--- src/ras_pkg.sv ---
`default_nettype none

package ras_pkg;

  // ==========================================================
  // Opcodes and register numbers
  // ==========================================================

  // Major opcode of a call with a pc-relative target.
  localparam logic [5:0] CALL_OPCODE = 6'h2a;

  // Major opcode of a register-indirect return.
  localparam logic [5:0] RET_OPCODE = 6'h2b;

  // Only returns through this register use the stack.
  localparam logic [4:0] LINK_REG = 5'd31;

  // ==========================================================
  // Decoded operation kind
  // ==========================================================

  typedef enum logic [1:0] {
    op_other = 2'd0,
    op_call  = 2'd1,
    op_ret   = 2'd2
  } op_kind_e;

  // ==========================================================
  // Instruction word
  // ==========================================================

  // The opcode sits in the same bits in both views.
  typedef union packed {
    struct packed {
      logic [5:0]  opcode;
      // Set for a 2-byte call, clear for a 4-byte call.
      logic        short_link;
      logic [24:0] offset;
    } call;
    struct packed {
      logic [5:0]  opcode;
      logic [4:0]  src_reg;
      logic [20:0] unused;
    } ret;
  } instr_word_u;

endpackage

`default_nettype wire

--- src/branch_decode.sv ---
`default_nettype none

module branch_decode
  import ras_pkg::*;
#(
  parameter int PC_W = 32
) (
  input  wire logic             clk,
  input  wire logic             rst,
  input  wire logic             fetch_valid,
  input  wire logic             fetch_thread,
  input  wire logic [PC_W-1:0]  fetch_pc,
  input  wire instr_word_u      fetch_instr,
  output logic                  dec_valid,
  output op_kind_e              dec_kind,
  output logic                  dec_thread,
  output logic [PC_W-1:0]       dec_pc,
  output logic [PC_W-1:0]       dec_link,
  output logic [PC_W-1:0]       dec_target
);

  logic            is_call;
  logic            is_ret;
  op_kind_e        kind_next;
  logic [PC_W-1:0] link_next;
  logic [PC_W-1:0] target_next;

  // Opcode is read from the call view, the source register from the return view.
  assign is_call = fetch_instr.call.opcode == CALL_OPCODE;
  assign is_ret  = (fetch_instr.ret.opcode == RET_OPCODE) &&
                   (fetch_instr.ret.src_reg == LINK_REG);

  always_comb begin
    if (is_call) begin
      kind_next = op_call;
    end else if (is_ret) begin
      kind_next = op_ret;
    end else begin
      kind_next = op_other;
    end
  end

  // Link address skips the call itself.
  assign link_next   = fetch_pc + (fetch_instr.call.short_link ? PC_W'(2) : PC_W'(4));
  assign target_next = fetch_pc + PC_W'($signed(fetch_instr.call.offset));

  always_ff @(posedge clk) begin
    if (rst) begin
      dec_valid <= 1'b0;
      dec_kind  <= op_other;
    end else begin
      dec_valid <= fetch_valid;
      if (fetch_valid) begin
        dec_kind <= kind_next;
      end
    end
  end

  // Payload fields.
  always_ff @(posedge clk) begin
    if (fetch_valid) begin
      dec_thread <= fetch_thread;
      dec_pc     <= fetch_pc;
      dec_link   <= link_next;
      dec_target <= target_next;
    end
  end

endmodule

`default_nettype wire

--- src/next_pc_select.sv ---
`default_nettype none

module next_pc_select
  import ras_pkg::*;
#(
  parameter int PC_W = 32
) (
  input  wire logic             clk,
  input  wire logic             rst,
  input  wire logic             dec_valid,
  input  wire op_kind_e         dec_kind,
  input  wire logic             dec_thread,
  input  wire logic [PC_W-1:0]  dec_pc,
  input  wire logic [PC_W-1:0]  dec_target,
  input  wire logic [PC_W-1:0]  ret_addr,
  output logic                  predict_valid,
  output logic                  predict_thread,
  output logic [PC_W-1:0]       predict_pc
);

  // Decode fields held one cycle to line up with ret_addr.
  logic            s1_valid;
  op_kind_e        s1_kind;
  logic            s1_thread;
  logic [PC_W-1:0] s1_pc;
  logic [PC_W-1:0] s1_target;
  logic [PC_W-1:0] next_pc;

  always_ff @(posedge clk) begin
    if (rst) begin
      s1_valid <= 1'b0;
    end else begin
      s1_valid <= dec_valid;
    end
  end

  always_ff @(posedge clk) begin
    if (dec_valid) begin
      s1_kind   <= dec_kind;
      s1_thread <= dec_thread;
      s1_pc     <= dec_pc;
      s1_target <= dec_target;
    end
  end

  always_comb begin
    case (s1_kind)
      op_ret:  next_pc = ret_addr;
      op_call: next_pc = s1_target;
      default: next_pc = s1_pc + PC_W'(4);
    endcase
  end

  always_ff @(posedge clk) begin
    if (rst) begin
      predict_valid <= 1'b0;
    end else begin
      predict_valid <= s1_valid;
    end
  end

  always_ff @(posedge clk) begin
    if (s1_valid) begin
      predict_thread <= s1_thread;
      predict_pc     <= next_pc;
    end
  end

endmodule

`default_nettype wire

--- src/ras_predictor.sv ---
`default_nettype none

module ras_predictor
  import ras_pkg::*;
#(
  parameter int PC_W     = 32,
  parameter int STACK_AW = 4
) (
  input  wire logic             clk,
  input  wire logic             rst,
  input  wire logic             fetch_valid,
  input  wire logic             fetch_thread,
  input  wire logic [PC_W-1:0]  fetch_pc,
  input  wire instr_word_u      fetch_instr,
  input  wire logic             flush,
  input  wire logic             flush_thread,
  output logic                  predict_valid,
  output logic                  predict_thread,
  output logic [PC_W-1:0]       predict_pc
);

  logic            dec_valid;
  op_kind_e        dec_kind;
  logic            dec_thread;
  logic [PC_W-1:0] dec_pc;
  logic [PC_W-1:0] dec_link;
  logic [PC_W-1:0] dec_target;
  logic [PC_W-1:0] ret_addr;

  // ==========================================================
  // Decode, stack and select
  // ==========================================================

  branch_decode #(
    .PC_W (PC_W)
  ) i_decode (
    .clk          (clk),
    .rst          (rst),
    .fetch_valid  (fetch_valid),
    .fetch_thread (fetch_thread),
    .fetch_pc     (fetch_pc),
    .fetch_instr  (fetch_instr),
    .dec_valid    (dec_valid),
    .dec_kind     (dec_kind),
    .dec_thread   (dec_thread),
    .dec_pc       (dec_pc),
    .dec_link     (dec_link),
    .dec_target   (dec_target)
  );

  ret_stack #(
    .PC_W     (PC_W),
    .STACK_AW (STACK_AW)
  ) i_stack (
    .clk          (clk),
    .rst          (rst),
    .flush        (flush),
    .flush_thread (flush_thread),
    .op_valid     (dec_valid),
    .op_kind      (dec_kind),
    .op_thread    (dec_thread),
    .push_data    (dec_link),
    .ret_addr     (ret_addr)
  );

  next_pc_select #(
    .PC_W (PC_W)
  ) i_select (
    .clk            (clk),
    .rst            (rst),
    .dec_valid      (dec_valid),
    .dec_kind       (dec_kind),
    .dec_thread     (dec_thread),
    .dec_pc         (dec_pc),
    .dec_target     (dec_target),
    .ret_addr       (ret_addr),
    .predict_valid  (predict_valid),
    .predict_thread (predict_thread),
    .predict_pc     (predict_pc)
  );

endmodule

`default_nettype wire

--- src/ret_stack.sv ---
`default_nettype none

module ret_stack
  import ras_pkg::*;
#(
  parameter int PC_W     = 32,
  parameter int STACK_AW = 4
) (
  input  wire logic             clk,
  input  wire logic             rst,
  input  wire logic             flush,
  input  wire logic             flush_thread,
  input  wire logic             op_valid,
  input  wire op_kind_e         op_kind,
  input  wire logic             op_thread,
  input  wire logic [PC_W-1:0]  push_data,
  output logic [PC_W-1:0]       ret_addr
);

  // ==========================================================
  // Per-thread pointers
  // ==========================================================

  // Read pointer marks the top entry, write pointer the next free one.
  logic [STACK_AW-1:0] rd_ptr [2];
  logic [STACK_AW-1:0] wr_ptr [2];

  logic do_push;
  logic do_pop;

  assign do_push = op_valid && (op_kind == op_call) && !flush;
  assign do_pop  = op_valid && (op_kind == op_ret) && !flush;

  always_ff @(posedge clk) begin
    if (rst) begin
      rd_ptr[0] <= '1;
      rd_ptr[1] <= '1;
      wr_ptr[0] <= '0;
      wr_ptr[1] <= '0;
    end else if (flush) begin
      rd_ptr[flush_thread] <= '1;
      wr_ptr[flush_thread] <= '0;
    end else if (do_pop) begin
      rd_ptr[op_thread] <= rd_ptr[op_thread] - 1'b1;
      wr_ptr[op_thread] <= wr_ptr[op_thread] - 1'b1;
    end else if (do_push) begin
      // Pointers wrap, so the oldest entry is overwritten on overflow.
      rd_ptr[op_thread] <= rd_ptr[op_thread] + 1'b1;
      wr_ptr[op_thread] <= wr_ptr[op_thread] + 1'b1;
    end
  end

  // ==========================================================
  // Write register
  // ==========================================================

  logic                wr_valid;
  logic                wr_thread;
  logic [STACK_AW-1:0] wr_addr;
  logic [PC_W-1:0]     wr_data;

  always_ff @(posedge clk) begin
    if (rst || flush) begin
      wr_valid <= 1'b0;
    end else begin
      wr_valid <= do_push;
    end
  end

  always_ff @(posedge clk) begin
    if (do_push) begin
      wr_thread <= op_thread;
      wr_addr   <= wr_ptr[op_thread];
      wr_data   <= push_data;
    end
  end

  // ==========================================================
  // Storage and bypass
  // ==========================================================

  logic [PC_W-1:0] ram_data;

  ret_stack_ram #(
    .PC_W     (PC_W),
    .STACK_AW (STACK_AW)
  ) i_ram (
    .clk        (clk),
    .rst        (rst),
    .read_en    (do_pop),
    .read_addr  ({op_thread, rd_ptr[op_thread]}),
    .write_addr ({wr_thread, wr_addr}),
    .write_data (wr_data),
    .write_en   (wr_valid),
    .read_data  (ram_data)
  );

  // Pending write data wins over the RAM output.
  assign ret_addr = wr_valid ? wr_data : ram_data;

endmodule

`default_nettype wire

--- src/ret_stack_ram.sv ---
`default_nettype none

module ret_stack_ram #(
  parameter int PC_W     = 32,
  parameter int STACK_AW = 4
) (
  input  wire logic                clk,
  input  wire logic                rst,
  input  wire logic                read_en,
  input  wire logic [STACK_AW:0]   read_addr,
  input  wire logic [STACK_AW:0]   write_addr,
  input  wire logic [PC_W-1:0]     write_data,
  input  wire logic                write_en,
  output logic [PC_W-1:0]          read_data
);

  // Top address bit selects the thread.
  logic [PC_W-1:0]   mem [2**(STACK_AW+1)];
  logic [STACK_AW:0] read_addr_q;

  // Read is asynchronous from the registered address.
  assign read_data = mem[read_addr_q];

  always_ff @(posedge clk) begin
    if (rst) begin
      read_addr_q <= '0;
    end else if (read_en) begin
      read_addr_q <= read_addr;
    end
  end

  always_ff @(posedge clk) begin
    if (write_en) begin
      mem[write_addr] <= write_data;
    end
  end

endmodule

`default_nettype wire

--- config.mk ---
export PLATFORM = sky130hd
export DESIGN_NAME = ras_predictor
export DESIGN_NICKNAME = d
export VERILOG_FILES = /design/src/ras_pkg.sv /design/src/branch_decode.sv /design/src/next_pc_select.sv /design/src/ras_predictor.sv /design/src/ret_stack.sv /design/src/ret_stack_ram.sv
export SDC_FILE = /design/constraint.sdc
export NUM_CORES = 1
export LEC_CHECK = 0
export BUFFER_PORTS_ARGS = -buffer_cell sky130_fd_sc_hd__buf_2
export CORE_UTILIZATION = 56
export CTS_CLUSTER_DIAMETER = 200
export DETAILED_ROUTE_END_ITERATION = 8
export PLACE_DENSITY = 0.75
export SLEW_MARGIN = 5
export SYNTH_ARGS = -nofsm -noshare
export SYNTH_HDL_FRONTEND = slang
export SYNTH_SLANG_ARGS = --single-unit
--- constraint.sdc ---
create_clock -name clk -period 4.39 [get_ports clk]
set_clock_uncertainty 0.1 [all_clocks]
set_input_delay 0.2195 -clock clk [delete_from_list [all_inputs] [get_ports clk]]
set_output_delay 0.2195 -clock clk [all_outputs]
set_load 0.02 [all_outputs]
## After elaboration in Yosys (flattened, before gate mapping)

Memory sizes are Yosys's and may differ from the RTL's. A register that Yosys moved wholly into a read port is not among the register bits.
Cells that the tools add are included.

| word-level totals | value |
|---|---|
| bits in writable memories | 1040 |
| bits in registers | 245 |
| memories kept | 3 |
| logic and storage cells | 88 |

| cells by class | value |
|---|---|
| add/sub/neg operators | 7 |
| mux-type cells | 39 |
| bitwise logic cells | 2 |
| reduce and logical (&&, ||, !) cells | 11 |
| equality and inequality tests | 7 |

Memory list:

| memory | words | bits a word | rd ports | clocked after Yosys merged registers in | write ports | RTL line | RTL |
|---|---|---|---|---|---|---|---|
| i_stack.i_ram.mem | 32 | 32 | 1 | 1 | 1 | ret_stack_ram.sv:18 | `logic [PC_W-1:0] mem [2**(STACK_AW+1)];` |
| i_stack.rd_ptr | 2 | 4 | 1 | 1 | 2 | ret_stack.sv:25 | `logic [STACK_AW-1:0] rd_ptr [2];` |
| i_stack.wr_ptr | 2 | 4 | 1 | 1 | 2 | ret_stack.sv:26 | `logic [STACK_AW-1:0] wr_ptr [2];` |

Operators by type and width:

| kind | count |
|---|---|
| 32-bit adder | 2 |
| 32-bit case mux with 2 select lines | 1 |
| 32-bit by 3-bit adder with 32-bit output (second input constant) | 1 |
| 32-bit two-way mux | 1 |
| 1-bit two-way mux | 26 |
| 4-bit two-way mux | 6 |
| 4-bit OR reduction | 4 |
| 6-bit == test (second input constant) | 2 |
| 5-bit two-way mux | 2 |
| 4-bit by 1-bit adder with 4-bit output (second input constant) | 2 |
| 4-bit by 1-bit subtractor with 4-bit output (second input constant) | 2 |
| 5-bit == test (second input constant) | 1 |
| 1-bit logical AND | 5 |
| 2-bit by 1-bit == test with 1-bit output (second input constant) | 2 |
| 2-bit == test (second input constant) | 2 |
| 2-bit two-way mux | 2 |
| 3-bit two-way mux | 1 |
| 1-bit OR | 2 |
| 1-bit zero test | 1 |
| 1-bit logical OR | 1 |

## Logic depth before layout (Yosys ltp)

Gate-level depths: netlist (run 1).

| logic depth | value |
|---|---|
| word-level depth | 11 |
| gate-level depth with buffers | 11 |

## By module

From an unflattened synthesis (run 1), not the netlist that was laid out.

| second synthesis, totals | value |
|---|---|
| cell total of the unflattened synthesis | 3133 |
| area total of the unflattened synthesis | 52226.3 µm² |

Modules (own cells, without submodules):

| module | area an instance (µm²) | cells each | times used |
|---|---|---|---|
| ret_stack_ram | 40121.0 | 2249 | 1 |
| branch_decode | 5273.8 | 436 | 1 |
| next_pc_select | 4331.7 | 295 | 1 |
| ret_stack | 2499.9 | 153 | 1 |

## Worst setup path before layout (run 1)

No wires, ideal clock.

| timing | value |
|---|---|
| path type | reg-to-reg |
| start | register i_decode.dec_valid |
| end | memory i_stack.rd_ptr[1][3] (data pin) |
| cell stages (with the launch flop) | 10 |
| buffers on the path | 0 |
| library setup time | 265 ps |
| setup slack | -142 ps |
| data arrival time | 4167 ps |
| cell sequence | dfxtp_1 and4bb_2 nor2b_1 inv_1 ha_1 a21o_1 a21oi_1 xnor2_1 nor2_1 nand2_1 |

RTL lines:

| element | RTL line | RTL |
|---|---|---|
| start, declared | branch_decode.sv:14 | `output logic dec_valid,` |
| start signal, assigned | branch_decode.sv:52 | `dec_valid <= fetch_valid;` |
| end, declared | ret_stack.sv:25 |  |

==> results of run 1 <==
area by class of cell:
class / instances / area share, %
clock buffer: 151 / 5.34
clock inverter: 62 / 0.958
inverter: 18 / 0.117
multi-input combinational: 1197 / 20.9
sequential: 1290 / 66.5
tap: 1176 / 2.54
timing repair buffer: 263 / 3.61
Yosys cell counts, types with 10 or more instances:
library cell	instances	area (um^2)
nor2_1	87	327
mux2i_1	133	1330
nor3_1	23	115
a22oi_1	29	218
nand2b_1	10	62.6
nand3_1	48	240
a211oi_1	21	158
xnor2_1	62	543
and3_1	20	125
ha_1	40	500
edfxtp_1	1273	38200
clkbuf_1	59	221
a221oi_1	44	385
a21oi_1	69	345
nor2b_1	25	156
buf_2	23	115
a31oi_1	15	93.8
a221o_1	16	160
buf_6	20	225
xor2_1	32	280
nand4_1	15	93.8
dfxtp_1	17	340
mux4_2	221	4980
inv_1	16	60.1
buf_1	13	48.8
o21ai_0	71	355
a21o_1	21	158
nand2_1	96	360
buf_4	10	75.1
critical path: stages (launching register included):
cell and delay [ns]:
dfxtp_4 0.50, nor2_2 0.93, buf_4 0.43, a22oi_1 0.18, a211oi_1 0.25, nor4b_1 0.08, a221oi_1 0.58, o21ai_1 0.12
power groups by stage:
stage                     logic, uW  registers, uW  clock network, uW
after floorplan                 309          13900                  0
after global placement          516          13900                  0
after detailed placement        528          13900                  0
after CTS                       579          13700               9860
after global routing            633          13700              10300
final                           585          13700               9780
logic make-up (layout without fill, tap and decap cells):
kind of cell	after synthesis	in the layout
xor gates and xnor gates	94	94
adders and majority gates	44	44
and+or+nand+nor	357	357
AOI/OAI and AO/OA	340	340
muxes	362	362
DFF	1290	1290
buffers and inverters	144	494
worst min path at each step:
stage,cells past startpoint,to,slack (ns)
after floorplan,0,i_decode.dec_link[0],0.22
after global placement,0,i_stack.wr_data[1],0.30
after detailed placement,0,i_select.s1_pc[11],0.30
after CTS,3,i_decode.dec_target[10],0.002
after global routing,5,i_decode.dec_target[18],0.05
final,3,i_decode.dec_target[23],0.02
metal layers:
layer  wire length [um]  share of wire, %
met2              63600                49
met1              46600                36
met5                 28             0.021
met4               5400               4.1
met3              15200                12
repair_timing:
item                       CTS  global route
setup endpoints to repair    0             0
hold endpoints to repair   109             0
hold buffers                64             0
buffers inserted             0             0
registers in the layout, indices dropped and copies added, names as in the netlist, 2 cells and up, named ones only:
name / count
i_select.predict_pc: 32
i_stack.wr_addr: 4
i_stack.rd_ptr: 8
i_stack.i_ram.mem: 1024
i_select.s1_kind: 2
i_stack.i_ram.read_addr_q: 5
i_stack.wr_ptr: 8
i_select.s1_target: 32
i_decode.dec_target: 32
i_decode.dec_kind: 2
i_decode.dec_link: 32
i_decode.dec_pc: 31
i_select.s1_pc: 32
i_stack.wr_data: 32
through the flow:
stage               hold WS [ns]  utilization [%]  instances
detailed placement         0.305             59.5       3880
floorplan                  0.218                -       2631
global placement           0.304             59.5       3880
finish                    0.0191             64.2       4157
CTS                      0.00236             64.2       4157
global route              0.0486             64.2       4157
==> flow_metrics.env, run 1 <==
export IMPL_status="complete, no violations"
export IMPL_worst_slew_pin_slew_ns=1.27
export IMPL_peakVddDrop_uv=327
export IMPL_wirelength_mm=131
export IMPL_place_ws_ns=0.984
export IMPL_synth_mux_area_share_pct=12.5
export IMPL_synth_flop_cell="edfxtp_1"
export IMPL_power_uw=24000
export IMPL_syn_area_um2=51200
export IMPL_hp_class="input port to flop"
export IMPL_cts_tree="done"
export IMPL_synth_adder_area_share_pct=1.13
export IMPL_relSlewSlack_pct=15.3
export IMPL_num_rows=110
export IMPL_ys_seq_area_share_pct=75.3
export IMPL_fp_dieArea_um2=92600
export IMPL_reg2reg_depth=7
export IMPL_synth_distinct_cells=65
export IMPL_dp_hpwl_mm=77.9
export IMPL_grt_busiest_layer="met2"
export IMPL_r2r_slack_ns=0.89
export IMPL_cap_violations=0
export IMPL_clkSlewWorstSetupHoldPaths_ns=0.06
export IMPL_drtPass1Iterations=6
export IMPL_syn_num_nets=2745
export IMPL_slew_violations=0
export IMPL_worstSetupEndpointType="flop"
export IMPL_period_minus_slack_ns=3.50
export IMPL_setup_viol=0
export IMPL_fin_ws_ns=0.892
export IMPL_synth_cells=2631
export IMPL_numPortBuffers=103
export IMPL_criticalPathCategory="flop to flop"
export IMPL_drc=0
export IMPL_hp_start="fetch_instr[23]"
export IMPL_hold_violations=0
export IMPL_grt_setup_unrepaired="no"
export IMPL_grt_overflow=0
export IMPL_post_cts_resized=0
export IMPL_grt_usage_pct=28.4
export IMPL_switching_share_pct=19.8
export IMPL_p_sw_uw=4770
export IMPL_cts_path_max_buffers=3
export IMPL_synth_top_family_by_area="multiplexers"
export IMPL_avgSynthCellArea_um2=19.5
export IMPL_io_pins=104
export IMPL_final_common_cell="edfxtp_1"
export IMPL_htree_levels=3
export IMPL_fill_cells=5920
export IMPL_die_w_um=304
export IMPL_synth_edff_count=1273
export IMPL_postLayoutCellArea_um2=58000
export IMPL_power_frac_comb_pct=2.4
export IMPL_yosysWarnings=0
export IMPL_place_area_um2=53700
export IMPL_diodes=0
export IMPL_cellInternalPower_uw=19300
export IMPL_crit_end="i_select.predict_pc[28]"
export IMPL_crit_required_ns=4.71
export IMPL_cts_sinks=1290
export IMPL_multi_input_area_um2=12100
export IMPL_power_density_nw_per_um2=414
export IMPL_async_reset_ff_share_pct=0
export IMPL_use_met3_pct=5.44
export IMPL_vias=27600
export IMPL_synthToLayoutAreaGrowth_pct=13.3
export IMPL_core_region_area_um2=90300
export IMPL_fin_tns_setup_ns=0
export IMPL_nNetsFinal=3002
export IMPL_antenna_found_initial=6
export IMPL_insertion_delay_ns=0.71
export IMPL_mostFrequentLayoutCells="1273 x edfxtp_1, 221 x mux4_2, 133 x mux2i_1, 119 x clkbuf_16, 102 x buf_2"
export IMPL_seq_area_um2=38600
export IMPL_met2_usage_pct=46.0
export IMPL_crit_arrival_ns=3.82
export IMPL_ant_nets=0
export IMPL_root_buffer="clkbuf_16"
export IMPL_avgViaCountPerCell=6.64
export IMPL_clock_power_share_pct=40.7
export IMPL_synth_compound_area_share_pct=4.53
export IMPL_drive_above_1_share_pct=21.3
export IMPL_synthSimpleGateAreaFrac_pct=3.38
export IMPL_routedWlPerCell_um=31.5
export IMPL_ys_ff_latch=1290
export IMPL_max_freq_ghz=0.286
export IMPL_grt_start_max_net_pins=77
export IMPL_gp_congestion=0.932
export IMPL_p_seq_share_pct=56.9
export IMPL_post_route_period_util_pct=79.7
export IMPL_cts_inserted_buffers=118
export IMPL_grt_pass1_vias=27800
export IMPL_grt_pass1_wl_mm=189
export IMPL_cp_start_kind="flop"
export IMPL_synth_xor_area_share_pct=1.61
export IMPL_die_h_um=304
export IMPL_crit_path_max_fanout=30
export IMPL_r2r_end="i_select.predict_pc[28]"
export IMPL_drt_first_iter_violations=3643
export IMPL_start_util_pct=56.7
export IMPL_p_leak_uw=0.0181
export IMPL_met1_usage_pct=38.3
No activity file was read; power rests on OpenSTA's default activity.
==> inputs of run 2 (changes only) <==
clock period = 2.92 ns   (was 4.39 ns; I/O delays follow)
==> run 2 against run 1 <==
  * Largest cell class unchanged
  * Global-route usage shrank 0.53 points
  * Sequential power up 50%
  * Fmax rose by 24%
  * Design area is 2.0% higher
  * Combinational power is 59% higher
  * Utilization up 1.3 points
  * Count of clock-buffer cells in the layout fell by 11
  * Final cell count up 2.2%
  * Total power rose by 52%
  * Critical endpoint is now i_select.predict_pc[24]
  * First-iteration DRC count shrank 12%
==> flow_metrics.env, run 2 (synthesis gave the netlist of run 1 again) <==
export IMPL_cellInternalPower_uw=29200
export IMPL_io_pins=104
export IMPL_vias=27800
export IMPL_synthToLayoutAreaGrowth_pct=15.5
export IMPL_switching_share_pct=19.8
export IMPL_cap_violations=0
export IMPL_num_rows=110
export IMPL_root_buffer="clkbuf_16"
export IMPL_grt_overflow=0
export IMPL_dp_cells=3955
export IMPL_min_to="i_decode.dec_target[19]"
export IMPL_r2r_slack_ns=0.11
export IMPL_routedWlPerCell_um=30.3
export IMPL_cts_tree="done"
export IMPL_peakVddDrop_uv=489
export IMPL_mostFrequentLayoutCells="1273 x edfxtp_1, 221 x mux4_2, 133 x mux2i_1, 131 x buf_4, 119 x clkbuf_16"
export IMPL_cts_sinks=1290
export IMPL_relSlewSlack_pct=23.6
export IMPL_crit_path_max_fanout=37
export IMPL_whs_ns=0.0409
export IMPL_cp_start_kind="flop"
export IMPL_r2r_end="i_select.predict_pc[24]"
export IMPL_layoutNonFillerInstCount=4248
export IMPL_setup_viol=0
export IMPL_power_frac_comb_pct=2.6
export IMPL_min_delay_path_depth=3
export IMPL_clkSlewWorstSetupHoldPaths_ns=0.07
export IMPL_gp_congestion=0.967
export IMPL_power_density_nw_per_um2=616
export IMPL_core_region_area_um2=90300
export IMPL_p_seq_share_pct=56.3
export IMPL_grt_start_max_net_pins=69
export IMPL_worstSetupEndpointType="flop"
export IMPL_hp_start="fetch_instr[19]"
export IMPL_top_register="i_stack.i_ram.mem"
export IMPL_grt_usage_pct=27.9
export IMPL_largest_reg_flops=1024
export IMPL_cts_path_max_buffers=3
export IMPL_drive_above_1_share_pct=24.2
export IMPL_htree_levels=3
export IMPL_numPortBuffers=103
export IMPL_crit_required_ns=3.23
export IMPL_start_util_pct=56.7
export IMPL_avgViaCountPerCell=6.55
export IMPL_cts_inserted_buffers=117
export IMPL_p_leak_uw=0.0187
export IMPL_status="complete, no violations"
export IMPL_drc=0
export IMPL_dp_hpwl_mm=76.7
export IMPL_fp_dieArea_um2=92600
export IMPL_p_sw_uw=7230
export IMPL_clock_power_share_pct=41.1
export IMPL_hold_violations=0
export IMPL_max_freq_ghz=0.356
export IMPL_worst_slew_pin_slew_ns=1.15
export IMPL_post_route_period_util_pct=96.3
export IMPL_final_common_cell="edfxtp_1"
export IMPL_insertion_delay_ns=0.71
export IMPL_criticalPathCategory="flop to flop"
export IMPL_antenna_found_initial=4
export IMPL_grt_setup_unrepaired="no"
export IMPL_grt_pass1_vias=28300
export IMPL_slew_violations=0
export IMPL_wirelength_mm=129
export IMPL_crit_arrival_ns=3.12
export IMPL_drt_first_iter_violations=3212
export IMPL_drtPass1Iterations=6
export IMPL_reg2reg_depth=6
export IMPL_fill_cells=5742
export IMPL_die_w_um=304
export IMPL_die_h_um=304
export IMPL_period_minus_slack_ns=2.81
export IMPL_ant_nets=0
export IMPL_nNetsFinal=3085
export IMPL_hp_class="input port to flop"
export IMPL_grt_pass1_wl_mm=186
==> run 2: cell types whose count changed in the layout (fill, tap and decap cells not counted), moves of 3 or more <==
| cell | previous run | this run |
|---|---|---|
| clkbuf_1 | 32 | 21 |
| dlygate4sd3_1 | 64 | 69 |
| inv_6 | 0 | 3 |
| buf_4 | 80 | 131 |
| buf_12 | 17 | 42 |
| clkinv_2 | 14 | 30 |
| bufinv_16 | 8 | 11 |
| clkinv_1 | 31 | 28 |
==> run 2: per-layer routing <==
metal  vias up  track usage [%]  part of all wire [%]
li1      11500                -                     -
met1     14200             35.5                    35
met2      1762             47.2                    50
met3       332             5.62                    11
met4         2             11.2                   4.2
met5         -                0                0.0070
==> run 2: power groups by stage <==
stage                     clock network, uW  logic [uW]  registers (uW)
after floorplan                           0         464           20900
after global placement                    0         829           20900
after detailed placement                  0         841           20900
after CTS                             15100         920           20500
after global routing                  15800        1010           20500
final                                 15000         930           20500
==> run 2: worst max-delay path by stage <==
stage | end | cells past startpoint | start | slack [ns]
floorplan | i_stack.wr_ptr[1][3] | 9 | i_decode.dec_valid | 0.02
global placement | i_select.predict_pc[0] | 10 | flop | -0.18
detailed placement | i_select.predict_pc[0] | 10 | flop | -0.29
CTS | i_select.predict_pc[0] | 10 | flop | -0.11
global route | i_decode.dec_target[8] | 12 | fetch_pc[0] | 0.04
finish | i_select.predict_pc[24] | 6 | flop | 0.11
==> run 2: repair_timing <==
action,4_1_cts,5_1_grt
hold buffers,69,0
pin swaps,0,0
resized for setup,4,9
endpoints found under the setup margin,4,10
hold endpoints to repair,168,0
cloned,0,1
setup buffers,0,3
==> run 2: layout make-up <==
class                      instances  area [um^2]  area share (%)
antenna                            2         5.00         0.00846
clock buffer                     140         3050            5.15
clock inverter                    78          679            1.15
inverter                          18         67.6           0.114
multi-input combinational       1197        12200            20.6
sequential                      1290        38600            65.3
tap                             1176         1470            2.49
timing repair buffer             347         3090            5.22
==> run 2: critical path, stage by stage (launching register included) <==
cell	delay, ns
dfxtp_4	0.41
buf_12	0.14
buf_12	0.29
mux4_2	0.57
mux4_2	0.52
mux2i_1	0.33
o211ai_1	0.13
==> run 2: metrics by stage <==
step / utilization [%] / instance area [um^2] / TNS, ns / setup slack (ns) / total power [uW]
final: 65.5 / 59100 / 0 / 0.108 / 36400
after global routing: 65.5 / 59100 / 0 / 0.0365 / 37300
after floorplan: - / 51200 / 0 / 0.0168 / 21400
after CTS: 65.4 / 59000 / -0.115 / -0.115 / 36500
after detailed placement: 60.5 / 54600 / -0.565 / -0.294 / 21800
after global placement: 60.5 / 54600 / -0.318 / -0.182 / 21700
